`config.mk`:
```
export PLATFORM = sky130hd
export DESIGN_NAME = spi_byte_slave
export DESIGN_NICKNAME = d
export VERILOG_FILES = /design/src/spi_pkg.sv /design/src/spi_byte_slave.sv
export VERILOG_INCLUDE_DIRS = /design/src
export SDC_FILE = /design/constraint.sdc
export NUM_CORES = 1
export LEC_CHECK = 0
export BUFFER_PORTS_ARGS = -buffer_cell sky130_fd_sc_hd__buf_2
export CAP_MARGIN = 20
export CORE_MARGIN = 2
export CORE_UTILIZATION = 45
export DETAILED_ROUTE_END_ITERATION = 10
export GPL_TIMING_DRIVEN = 0
export PLACE_DENSITY = 0.66
export SETUP_SLACK_MARGIN = 0.05
export SYNTH_ARGS = -nofsm -noshare
export SYNTH_HDL_FRONTEND = slang
export SYNTH_SLANG_ARGS = --single-unit
```
`constraint.sdc`:
```
create_clock -name clk -period 2.7 [get_ports clk]
set_input_delay 0.54 -clock clk [delete_from_list [all_inputs] [get_ports clk]]
set_output_delay 0.54 -clock clk [all_outputs]
set_load 0.01 [all_outputs]
```
`src/spirw_cfg.svh`:
```
`ifndef SPIRW_CFG_SVH
`define SPIRW_CFG_SVH

// spi side address, full byte address sent by the master
`define SPIRW_ADDR_BITS 32

// word ram, 2**10 words of 16 bits
`define SPIRW_MEM_AW 10

// region codes live in address bits 31..24
`define SPIRW_REGION_MEM  8'h00
`define SPIRW_REGION_CTRL 8'hFF

// control bytes in region 0xff, also driven out of the top
`define SPIRW_CTRL_REGS 4

`endif
```
`src/spi_pkg.sv`:
```
`include "spirw_cfg.svh"

package spi_pkg;

  // first byte of every transaction
  typedef enum logic [7:0] {
    SPI_CMD_WRITE = 8'h00,
    SPI_CMD_READ  = 8'h01
  } spi_cmd_t;

  // one data byte on the wire
  typedef logic [7:0] spi_byte_t;

  // decoded byte bus out of the slave
  // rd and wr are single-cycle strobes, no back-pressure
  typedef struct packed {
    logic                        rd;   // fetch byte at addr
    logic                        wr;   // store data at addr
    logic [`SPIRW_ADDR_BITS-1:0] addr; // byte address, region in top byte
    spi_byte_t                   data; // write data, valid with wr
  } byte_access_t;

endpackage

```
`src/spi_byte_slave.sv`:
```
`include "spirw_cfg.svh"

module spi_byte_slave (
  input  logic                 clk,
  input  logic                 rst_n,
  input  logic                 spi_csn,
  input  logic                 spi_sclk,
  input  logic                 spi_mosi,
  output logic                 spi_miso,
  output spi_pkg::byte_access_t bus,
  input  spi_pkg::spi_byte_t   rdata
);
  import spi_pkg::*;

  localparam int AB = `SPIRW_ADDR_BITS;

  typedef struct packed {
    logic csn;
    logic sclk;
    logic mosi;
  } pins_t;

  typedef enum logic [1:0] {S_IDLE, S_CMD, S_ADDR, S_DATA} state_t;

  pins_t          pin_m, pin_s;   // two-flop synchronizer
  logic           sclk_d;         // for edge detect
  logic           sclk_rise, sclk_fall;
  logic [2:0]     bit_cnt;
  logic           byte_done;      // one cycle after the 8th rise
  spi_byte_t      rx_sh;
  spi_byte_t      tx_sh;
  state_t         state;
  spi_cmd_t       cmd;
  logic [1:0]     addr_cnt;       // address bytes seen so far
  logic [AB-1:0]  addr;           // address of current byte
  logic [AB-1:0]  addr_in, addr_inc;
  logic [2:0]     rd_dly;         // rd strobe age

  always_ff @(posedge clk or negedge rst_n)
  begin
    if (!rst_n)
    begin
      pin_m  <= '{csn: 1'b1, sclk: 1'b0, mosi: 1'b0}; // idle bus, deselected
      pin_s  <= '{csn: 1'b1, sclk: 1'b0, mosi: 1'b0};
      sclk_d <= 1'b0;
    end
    else
    begin
      pin_m  <= '{csn: spi_csn, sclk: spi_sclk, mosi: spi_mosi};
      pin_s  <= pin_m;
      sclk_d <= pin_s.sclk;
    end
  end

  assign sclk_rise = pin_s.sclk & ~sclk_d & ~pin_s.csn;
  assign sclk_fall = ~pin_s.sclk & sclk_d & ~pin_s.csn;

  // bit counter, partial byte dropped when csn rises
  always_ff @(posedge clk or negedge rst_n)
  begin
    if (!rst_n)
    begin
      bit_cnt   <= '0;
      byte_done <= 1'b0;
    end
    else if (pin_s.csn)
    begin
      bit_cnt   <= '0;
      byte_done <= 1'b0;
    end
    else
    begin
      byte_done <= sclk_rise && (bit_cnt == 3'd7);
      if (sclk_rise)
        bit_cnt <= bit_cnt + 3'd1; // wraps at 8
    end
  end

  always_ff @(posedge clk)
  begin
    if (sclk_rise)
      rx_sh <= {rx_sh[6:0], pin_s.mosi}; // msb first
  end

  assign addr_in  = {addr[AB-9:0], rx_sh}; // next address byte shifted in
  assign addr_inc = addr + 1'b1;

  // command / address / data sequencing, strobes land two cycles after the rise
  always_ff @(posedge clk or negedge rst_n)
  begin
    if (!rst_n)
    begin
      state    <= S_IDLE;
      cmd      <= SPI_CMD_WRITE;
      addr_cnt <= '0;
      addr     <= '0;
      bus      <= '0;
    end
    else
    begin
      bus.rd <= 1'b0;
      bus.wr <= 1'b0;
      if (pin_s.csn)
        state <= S_IDLE;
      else if (state == S_IDLE)
        state <= S_CMD; // csn just fell
      else if (byte_done)
      begin
        case (state)
          S_CMD:
          begin
            cmd      <= spi_cmd_t'(rx_sh);
            addr_cnt <= '0;
            state    <= S_ADDR;
          end
          S_ADDR:
          begin
            addr     <= addr_in;
            addr_cnt <= addr_cnt + 2'd1;
            if (addr_cnt == 2'd3)
            begin
              state <= S_DATA;
              if (cmd == SPI_CMD_READ)
              begin
                bus.rd   <= 1'b1; // prefetch first read byte
                bus.addr <= addr_in;
              end
            end
          end
          S_DATA:
          begin
            addr <= addr_inc; // auto increment
            if (cmd == SPI_CMD_READ)
            begin
              bus.rd   <= 1'b1;
              bus.addr <= addr_inc;
            end
            else if (cmd == SPI_CMD_WRITE)
            begin
              bus.wr   <= 1'b1;
              bus.addr <= addr;
              bus.data <= rx_sh;
            end
          end
          default: state <= S_IDLE;
        endcase
      end
    end
  end

  // read data comes back 3 cycles after rd, out on falling edges
  always_ff @(posedge clk or negedge rst_n)
  begin
    if (!rst_n)
    begin
      rd_dly   <= '0;
      tx_sh    <= '0;
      spi_miso <= 1'b0;
    end
    else
    begin
      rd_dly <= {rd_dly[1:0], bus.rd};
      if (pin_s.csn)
      begin
        tx_sh    <= '0;
        spi_miso <= 1'b0;
      end
      else
      begin
        if (sclk_fall)
        begin
          spi_miso <= tx_sh[7];
          tx_sh    <= {tx_sh[6:0], 1'b0};
        end
        if (rd_dly[2])
          tx_sh <= rdata; // ready before the next fall
      end
    end
  end

endmodule

```
==> results.py, run 1 <==
metrics = {
    "timing": {
        "rsz0062_at_grt": "false",
        "tns_ns": 0,
        "worstMarginPinSlew_ns": 0.757,
        "finalSetupViolCount": 0,
        "fin_ws_ns": 0.166,
        "relSlewSlack": 0.494,
        "slew_viol_final": 0,
        "clock-skew-final_ns": 0.00930,
        "hold_violations": 0,
        "fin_crit_ns": 2.53,
        "max_freq_ghz": 0.395,
        "finalCritPeriodShare": 0.939,
    },
    "placed_design": {
        "dp_slack_ns": -0.166,
        "dp.cells": 909,
        "placed_area_sq_um": 7030,
        "gp_congestion": 0.948,
        "port_buffers": 55,
        "dpl.hpwl_mm": 14.4,
    },
    "clock_network": {
        "post_cts_buffers": 0,
        "cts_tree": "yes",
        "cts.path.max_buffers": 2,
        "insertion_delay_ns": 0.42,
        "htree_num_levels": 4,
        "cts_made_buffers": 17,
        "cts.reportedPaths.clkPinSlew_ns": 0.06,
        "cts_root_buf": "clkbuf_16",
        "cts_hold_buffers": 0,
        "cts.sinks": 117,
    },
    "logic_synthesis": {
        "ys.flop_type": "dfrtp_1",
        "post_synth.cell_area_avg_sq_um": 9.65,
        "synth_cell_types": 66,
        "yosys-top-cells-area": "dfrtp_1 41%, mux2i_1 3.9%, a21oi_1 3.8%",
        "syn-num-nets": 694,
        "synth.most_common_cell": "dfrtp_1",
        "yosysWarnings": 0,
        "ys_top_cells_by_count": "107 x dfrtp_1, 50 x nor2_1, 49 x a21oi_1, 49 x nand2_1, 39 x o21ai_0",
        "synthesis.area_sq_um": 6500,
        "synth_top_area_share": 0.412,
        "ys_seq_area_frac": 0.457,
        "synth_edf_count": 8,
        "async_reset_ff_frac": 0.932,
        "syn_inst": 673,
        "synth_top_area_cell": "dfrtp_1",
        "yosys_register_bits": 117,
    },
    "power": {
        "power.density_nw_per_um2": 620,
        "p_leak_nw": 3.36,
        "p_int_mw": 3.48,
        "clkPwrFrac": 0.510,
        "seqPwrFrac": 0.382,
        "max-vdd-ir-drop_mv": 0.568,
        "combPwrFrac": 0.108,
        "p_sw_mw": 1.27,
        "p_sw_frac": 0.268,
    },
    "finish": {
        "final_cells": 941,
        "nNetsFinal": 769,
        "drive_gt1_frac": 0.209,
        "fin_area_sq_um": 7670,
        "multi_input_comb_area_sq_um": 3160,
        "syn_to_final_growth_pct": 18.0,
        "fill_cells": 1270,
        "diodes": 0,
        "regArea_sq_um": 2970,
        "utilization": 0.548,
    },
    "flow_run": {
        "cap_viol_max_count": 0,
    },
    "critical_path": {
        "crit_path_end_kind": "register",
        "cp_max_fo": 10,
        "critPathRequiredTime_ns": 3.00,
        "start_kind": "register",
        "critPathKind": "register to register",
        "arrival_ns": 2.84,
    },
    "detailed_routing": {
        "met1Wirelength_mm": 8.38,
        "wl_met3_mm": 1.41,
        "wl_met2_mm": 9.91,
        "drtPass1Iterations": 5,
        "post_drt_wl_per_cell_um": 21.8,
        "drtIter0Drc": 754,
        "drc": 0,
        "antenna_left": 0,
        "vias": 5797,
        "routed_wirelength_mm": 20.5,
        "viasPerCell": 6.16,
        "top_layer": "met4",
    },
    "floorplanning": {
        "initial_utilization": 0.464,
        "core-area_sq_um": 14000,
        "die_w_um": 124,
        "ioPinCount": 56,
        "die_y_um": 124,
        "num_rows": 43,
        "dieArea_sq_um": 15400,
    },
    "global_routing": {
        "grt_antenna_before_repair": 0,
        "grt_overflow_total": 0,
        "grt_pass1_vias": 5824,
        "grt_max_degree": 69,
        "grt_first_pass_wirelength_mm": 32.2,
        "track_usage": 0.282,
    },
    "hold_path": {
        "hp-class": "primary input to async pin",
    },
    "run_status": {
        "status": "finished clean",
    },
}
==> cell usage in the layout (no fill, tap or decap), types with 17 or more instances in the layout <==
| cell type | count |
|---|---|
| nor3_1 | 17 |
| mux2i_1 | 25 |
| nor2_1 | 50 |
| nand4_1 | 22 |
| a21oi_1 | 49 |
| buf_2 | 67 |
| xnor2_1 | 20 |
| clkbuf_16 | 17 |
| clkbuf_1 | 20 |
| nand3_1 | 29 |
| nand2_1 | 49 |
| o21ai_0 | 39 |
| dfrtp_1 | 107 |
==> critical path, cell delays in order (launching register included) <==
cell and delay, ns:
dfrtp_1 0.53, buf_1 0.61, clkbuf_1 0.62, nand3_1 0.18
xnor2_1 0.18, a22oi_1 0.22, o21ai_1 0.09
==> state kept, by name, indices dropped and copies added, names as in the netlist <==
| name | flops |
|---|---|
| addr | 32 |
| pin_m | 3 |
| addr_cnt | 2 |
| bit_cnt | 3 |
| rx_sh | 8 |
| bus | 42 |
| rd_dly | 3 |
| spi_miso | 1 |
| pin_s | 3 |
| byte_done | 1 |
| cmd | 8 |
| state | 2 |
| sclk_d | 1 |
| tx_sh | 8 |
==> metrics by stage <==
| step | total power, mW | hold WS (ns) |
|---|---|---|
| floorplan | 2.14 | 0.244 |
| global placement | 2.33 | 0.332 |
| detailed placement | 2.35 | 0.339 |
| CTS | 4.76 | 0.147 |
| global route | 4.90 | 0.174 |
| finish | 4.76 | 0.123 |
==> final timing paths <==
check                      startpoint        to  slack (ns)  depth (start not counted)
setup / recovery               cmd[0]   bus[14]        0.17                          6
hold / removal                  rst_n  addr[19]        0.12                          1
setup reg to reg               cmd[0]   bus[14]        0.17                          6
hold reg to reg              pin_m[1]  pin_s[1]        0.35                          0
max in group asynchronous       rst_n  pin_m[2]        1.78                          2
min in group clk              spi_csn  pin_m[2]        0.22                          1
==> layout make-up <==
class / instances / share of cell area
Timing Repair Buffer: 56 / 0.0398
Multi-Input combinational cell: 484 / 0.412
Buffer: 57 / 0.0421
Clock inverter: 15 / 0.0266
Sequential cell: 117 / 0.387
Tap cell: 180 / 0.0294
Clock buffer: 17 / 0.0555
Inverter: 15 / 0.00734
==> power by group through the flow <==
stage	logic, mW	registers (mW)	clock network, mW
finish	0.515	1.82	2.42
detailed placement	0.499	1.85	0
CTS	0.505	1.82	2.44
global placement	0.488	1.85	0
global route	0.560	1.82	2.52
floorplan	0.302	1.84	0
==> cells by family after synthesis <==
kind of cell             Yosys count  share of synthesized area
buffers and inverters             72                     0.0572
AND/OR/NAND/NOR                  248                      0.215
multiplexers                      41                     0.0663
adder cells (fa/ha/maj)            8                     0.0154
flip-flops                       117                      0.457
XOR/XNOR                          29                     0.0391
AO/OA/AOI/OAI                    158                      0.150
==> layer usage <==
metal,global-route usage,vias up
met2,0.457,254
met4,0.135,0
li1,-,2597
met3,0.0742,63
met5,0,-
met1,0.350,2883
==> what timing repair did <==
item	in CTS	in global routing
pin swaps	0	0
endpoints found under the setup margin	10	20
gates resized for setup	3	6
Power figures use the tool's default switching activity.
==> run 2, diff against run 1 <==
--- a/config.mk
+++ b/config.mk
@@ -12,7 +12,7 @@
 export CORE_UTILIZATION = 45
 export DETAILED_ROUTE_END_ITERATION = 10
 export GPL_TIMING_DRIVEN = 0
-export PLACE_DENSITY = 0.66
+export PLACE_DENSITY = 0.68
 export SETUP_SLACK_MARGIN = 0.05
 export SYNTH_ARGS = -nofsm -noshare
 export SYNTH_HDL_FRONTEND = slang
==> constraint.sdc (replaced) <==
create_clock -name clk -period 2.1 [get_ports clk]
set_input_delay 0.42 -clock clk [delete_from_list [all_inputs] [get_ports clk]]
set_output_delay 0.42 -clock clk [all_outputs]
set_load 0.01 [all_outputs]
==> run 2 against run 1 <==
Net effect: sequential cell count is the same; die area did not move; wire length is 1.1% higher; worst setup slack got worse by 0.14 ns; clock skew fell by 0.0016 ns; register-to-register slack lost 0.14 ns; utilization rose by 3.7 points; final cell count grew 2.3%; combinational power up 70%; final area grew 6.8%; global-route usage rose by 0.095 points.
==> results.py, run 2 (synthesis gave the netlist of run 1 again) <==
metrics = {
    "run_status": {
        "status": "finished clean",
    },
    "critical_path": {
        "crit_path_max_incr_delay_ns": 0.39,
        "critPathKind": "register to register",
        "regToRegSetupSlack_ns": 0.02,
        "cp_max_fo": 5,
        "crit_family": "simple AND/OR/NAND/NOR gates",
        "r2r_end": "bus[34]",
        "arrival_ns": 2.37,
        "reg2reg_depth": 9,
        "start_kind": "register",
        "crit_path_end_kind": "register",
        "critPathRequiredTime_ns": 2.39,
        "reg2reg_from": "state[0]",
        "crit_path_top_delay_cell": "or3b_4",
        "crit_chain": "inv_2, ha_4, or3b_4, nor2_4, buf_6, and3_4, buf_8, mux2i_1, o31ai_1",
        "cp_num_buf_inv": 3,
    },
    "timing": {
        "clock-skew-final_ns": 0.00766,
        "slew_viol_final": 0,
        "holdWs_ns": 0.0991,
        "worstMarginPinSlew_ns": 0.751,
        "finalCritPeriodShare": 0.989,
        "relSlewSlack": 0.497,
        "fin_crit_ns": 2.08,
        "hold_violations": 0,
        "finalSetupViolCount": 0,
        "tns_ns": 0,
        "rsz0062_at_grt": "true",
        "max_freq_ghz": 0.481,
    },
    "hold_path": {
        "hp-class": "primary input to register",
        "hold_end": "pin_m[2]",
        "worstHoldStart": "spi_csn",
        "whs_path_depth": 1,
    },
    "power": {
        "max-vdd-ir-drop_mv": 0.662,
        "clkPwrFrac": 0.470,
        "combPwrFrac": 0.144,
        "seqPwrFrac": 0.386,
        "p_leak_nw": 3.59,
        "p_sw_frac": 0.277,
        "p_int_mw": 4.37,
        "power.density_nw_per_um2": 738,
        "p_sw_mw": 1.67,
        "p_total_mw": 6.05,
    },
    "detailed_routing": {
        "viasPerCell": 6.21,
        "post_drt_wl_per_cell_um": 21.5,
        "routed_wirelength_mm": 20.7,
        "drtIter0Drc": 888,
        "vias": 5979,
        "drc": 0,
        "antenna_left": 0,
        "drtPass1Iterations": 6,
    },
    "floorplanning": {
        "die_w_um": 124,
        "ioPinCount": 56,
        "core-area_sq_um": 14000,
        "die_y_um": 124,
        "dieArea_sq_um": 15400,
        "initial_utilization": 0.464,
        "num_rows": 43,
    },
    "global_routing": {
        "track_usage": 0.283,
        "grt_max_degree": 73,
        "grt_pass1_vias": 6051,
        "grt_overflow_total": 0,
        "grt_first_pass_wirelength_mm": 32.5,
        "grt_antenna_before_repair": 0,
    },
    "clock_network": {
        "cts.path.max_buffers": 2,
        "cts_tree": "yes",
        "cts_root_buf": "clkbuf_16",
        "htree_num_levels": 4,
        "cts.reportedPaths.clkPinSlew_ns": 0.06,
        "cts.sinks": 117,
        "cts_made_buffers": 17,
        "insertion_delay_ns": 0.42,
    },
    "finish": {
        "syn_to_final_growth_pct": 26.1,
        "final_cells": 963,
        "layout_common_cells": "103 x dfrtp_1, 63 x buf_2, 49 x a21oi_1, 48 x nor2_1, 48 x nand2_1",
        "nNetsFinal": 792,
        "utilization": 0.586,
        "top_register": "bus",
        "final_common_cell": "dfrtp_1",
        "diodes": 0,
        "reg_top3": "bus (42), addr (32)",
        "drive_gt1_frac": 0.299,
        "largest_register_ffs": 42,
        "fill_cells": 1215,
    },
    "placed_design": {
        "dpl.hpwl_mm": 14.2,
        "gp_congestion": 0.973,
        "dp.cells": 909,
        "port_buffers": 55,
    },
    "flow_run": {
        "cap_viol_max_count": 0,
    },
}
## run 2: worst max path at each step
| stage | startpoint | endpoint | cells past startpoint |
|---|---|---|---|
| after floorplan | state[0] | bus[34] | 10 |
| after global placement | rst_n | pin_m[0] | 1 |
| after detailed placement | state[0] | addr[1] | 8 |
| after CTS | state[0] | bus[6] | 8 |
| after global routing | state[0] | bus[34] | 9 |
| final | state[0] | bus[34] | 9 |
## run 2: power by group through the flow
stage                     Clock, mW  Sequential [mW]  Combinational (mW)
after floorplan                   0             2.37               0.388
after global placement            0             2.37               0.624
after detailed placement          0             2.38               0.641
after CTS                      2.89             2.33               0.762
after global routing           3.00             2.34               0.936
final                          2.84             2.33               0.874
## run 2: layout make-up
cell class / instances / area (sq um) / area share
Timing Repair Buffer: 87 / 626 / 0.0764
Inverter: 15 / 62.6 / 0.00764
Tap cell: 180 / 225 / 0.0275
Clock buffer: 17 / 425 / 0.0519
Multi-Input combinational cell: 484 / 3360 / 0.410
Sequential cell: 117 / 2980 / 0.363
Buffer: 49 / 367 / 0.0448
Clock inverter: 14 / 154 / 0.0188
## run 2: routing by layer
layer | routed length, um | vias to the layer above | GRT usage
met5 | 0 | - | 0
met3 | 1680 | 79 | 0.0737
met4 | 852 | 0 | 0.142
li1 | - | 2641 | -
met2 | 10100 | 331 | 0.456
met1 | 8120 | 2928 | 0.352
## run 2: what timing repair did
action / 4_1_cts / 5_1_grt
hold buffers: 1 / 0
gates resized for setup: 55 / 56
cloned: 2 / 0
buffers inserted: 16 / 12
pin swaps: 13 / 14
endpoints found under the setup margin: 82 / 77
hold endpoints to repair: 1 / 0
## run 2: through the flow
step	cell area [sq um]	setup slack [ns]
after floorplan	6500	0.0508
after global placement	7000	-0.709
after detailed placement	7030	-0.750
after CTS	7960	0.00924
after global routing	8190	-0.0608
final	8190	0.0231
==> run 3, diff against run 2 <==
--- a/config.mk
+++ b/config.mk
@@ -12,8 +12,9 @@
 export CORE_UTILIZATION = 45
 export DETAILED_ROUTE_END_ITERATION = 10
 export GPL_TIMING_DRIVEN = 0
-export PLACE_DENSITY = 0.68
+export PLACE_DENSITY = 0.66
 export SETUP_SLACK_MARGIN = 0.05
+export SKIP_LAST_GASP = 1
 export SYNTH_ARGS = -nofsm -noshare
 export SYNTH_HDL_FRONTEND = slang
 export SYNTH_SLANG_ARGS = --single-unit
==> constraint.sdc (replaced) <==
create_clock -name clk -period 2.19 [get_ports clk]
set_input_delay 0.438 -clock clk [delete_from_list [all_inputs] [get_ports clk]]
set_output_delay 0.438 -clock clk [all_outputs]
set_load 0.01 [all_outputs]
==> run 3 against run 2 <==
Net effect: final area fell by 0.99%; via count fell by 0.28%; final cell count fell by 0.10%; critical path type unchanged.
==> results.py, run 3 (synthesis gave the netlist of run 1 again) <==
metrics = {
    "run_status": {
        "status": "finished clean",
    },
    "finish": {
        "nNetsFinal": 790,
        "layout_common_cells": "104 x dfrtp_1, 65 x buf_2, 49 x nor2_1, 49 x nand2_1, 48 x a21oi_1",
        "final_common_cell": "dfrtp_1",
        "utilization": 0.580,
        "top_register": "bus",
        "reg_top3": "bus (42), addr (32)",
        "fin_area_sq_um": 8110,
        "largest_register_ffs": 42,
        "syn_to_final_growth_pct": 24.8,
        "fill_cells": 1225,
        "drive_gt1_frac": 0.275,
        "diodes": 0,
        "final_cells": 962,
    },
    "placed_design": {
        "placed_area_sq_um": 7030,
        "dpl.hpwl_mm": 14.4,
        "gp_congestion": 0.948,
        "dp.cells": 909,
        "port_buffers": 55,
        "dp_slack_ns": -0.676,
    },
    "clock_network": {
        "insertion_delay_ns": 0.42,
        "cts_root_buf": "clkbuf_16",
        "cts.reportedPaths.clkPinSlew_ns": 0.06,
        "cts_made_buffers": 17,
        "cts_hold_buffers": 0,
        "htree_num_levels": 4,
        "cts.path.max_buffers": 2,
        "cts.sinks": 117,
        "cts_tree": "yes",
    },
    "timing": {
        "max_freq_ghz": 0.472,
        "hold_violations": 0,
        "finalSetupViolCount": 0,
        "worstMarginPinSlew_ns": 0.755,
        "holdWs_ns": 0.0180,
        "relSlewSlack": 0.495,
        "fin_crit_ns": 2.12,
        "finalCritPeriodShare": 0.968,
        "clock-skew-final_ns": 0.00844,
        "fin_ws_ns": 0.0692,
        "rsz0062_at_grt": "true",
        "tns_ns": 0,
        "slew_viol_final": 0,
    },
    "flow_run": {
        "cap_viol_max_count": 0,
    },
    "detailed_routing": {
        "post_drt_wl_per_cell_um": 22.2,
        "viasPerCell": 6.20,
        "drtPass1Iterations": 7,
        "vias": 5962,
        "drc": 0,
        "antenna_left": 0,
        "routed_wirelength_mm": 21.4,
        "drtIter0Drc": 784,
    },
    "global_routing": {
        "grt_first_pass_wirelength_mm": 32.6,
        "grt_antenna_before_repair": 0,
        "grt_pass1_vias": 5917,
        "grt_overflow_total": 0,
        "track_usage": 0.286,
        "grt_max_degree": 69,
    },
    "critical_path": {
        "crit_path_max_incr_delay_ns": 0.40,
        "cp_max_fo": 5,
        "reg2reg_from": "state[1]",
        "crit_family": "simple AND/OR/NAND/NOR gates",
        "crit_chain": "inv_2, ha_4, or3b_1, buf_6, nor2_4, buf_6, and3_4, bufbuf_16, nand3_1, o211ai_1",
        "r2r_end": "bus[26]",
        "reg2reg_depth": 10,
        "crit_path_top_delay_cell": "dfrtp_1",
        "start_kind": "register",
        "cp_num_buf_inv": 4,
        "crit_top_cell": "buf_6",
        "crit_path_end_kind": "register",
        "critPathRequiredTime_ns": 2.52,
        "regToRegSetupSlack_ns": 0.07,
        "arrival_ns": 2.45,
        "critPathKind": "register to register",
    },
    "power": {
        "p_total_mw": 6.02,
        "p_leak_nw": 3.57,
        "power.density_nw_per_um2": 742,
        "max-vdd-ir-drop_mv": 0.714,
    },
    "floorplanning": {
        "num_rows": 43,
        "ioPinCount": 56,
        "die_y_um": 124,
        "initial_utilization": 0.464,
        "core-area_sq_um": 14000,
        "die_w_um": 124,
        "dieArea_sq_um": 15400,
    },
    "hold_path": {
        "hp-class": "primary input to async pin",
    },
}
-- run 3: layout make-up --
cell class              instances  area, sq um  area share
plain buffers                  53          377      0.0464
clock buffers                  17          425      0.0525
clock inverters                15          204      0.0252
inverters                      15         61.3     0.00756
multi-input cells             485         3290       0.406
flip-flops and latches        117         2970       0.367
well taps                     180          225      0.0278
repair buffers                 80          553      0.0682
-- run 3: layer usage --
layer  wire (um)  up-vias  GRT usage
met1        8630     2964      0.357
met4         797        0      0.145
met5           0        -          0
met3        1690       61     0.0737
met2       10300      295      0.458
li1            -     2642          -
-- run 3: power breakdown --
group | internal (mW) | total (mW) | switching (mW)
clock network | 1.91 | 2.99 | 1.08
registers | 2.21 | 2.24 | 0.0264
logic | 0.265 | 0.787 | 0.522
-- run 3: worst max path at each step --
stage          cells past startpoint       end     start
6_report                          10   bus[26]  state[1]
5_1_grt                            6   addr[1]  state[0]
4_1_cts                            8   addr[1]  state[0]
3_5_place_dp                       8   addr[1]  state[0]
3_3_place_gp                       1  pin_s[0]     rst_n
2_1_floorplan                     10   bus[34]  state[0]
-- run 3: repair_timing --
item,CTS,global route
endpoints found under the setup margin,79,75
resized for setup,32,50
buffers inserted,10,12
pin swaps,4,6
gates cloned,1,2
endpoints found under the hold margin,0,0
-- run 3: worst register-to-register path: cells and delay by family (launching register included) --
| kind | cells | cell delay, ns |
|---|---|---|
| DFF | 1 | 0.40 |
| and+or+nand+nor | 4 | 0.76 |
| buffers and inverters | 4 | 0.58 |
| AOI/OAI and AO/OA | 1 | 0.11 |
| adders and majority gates | 1 | 0.17 |
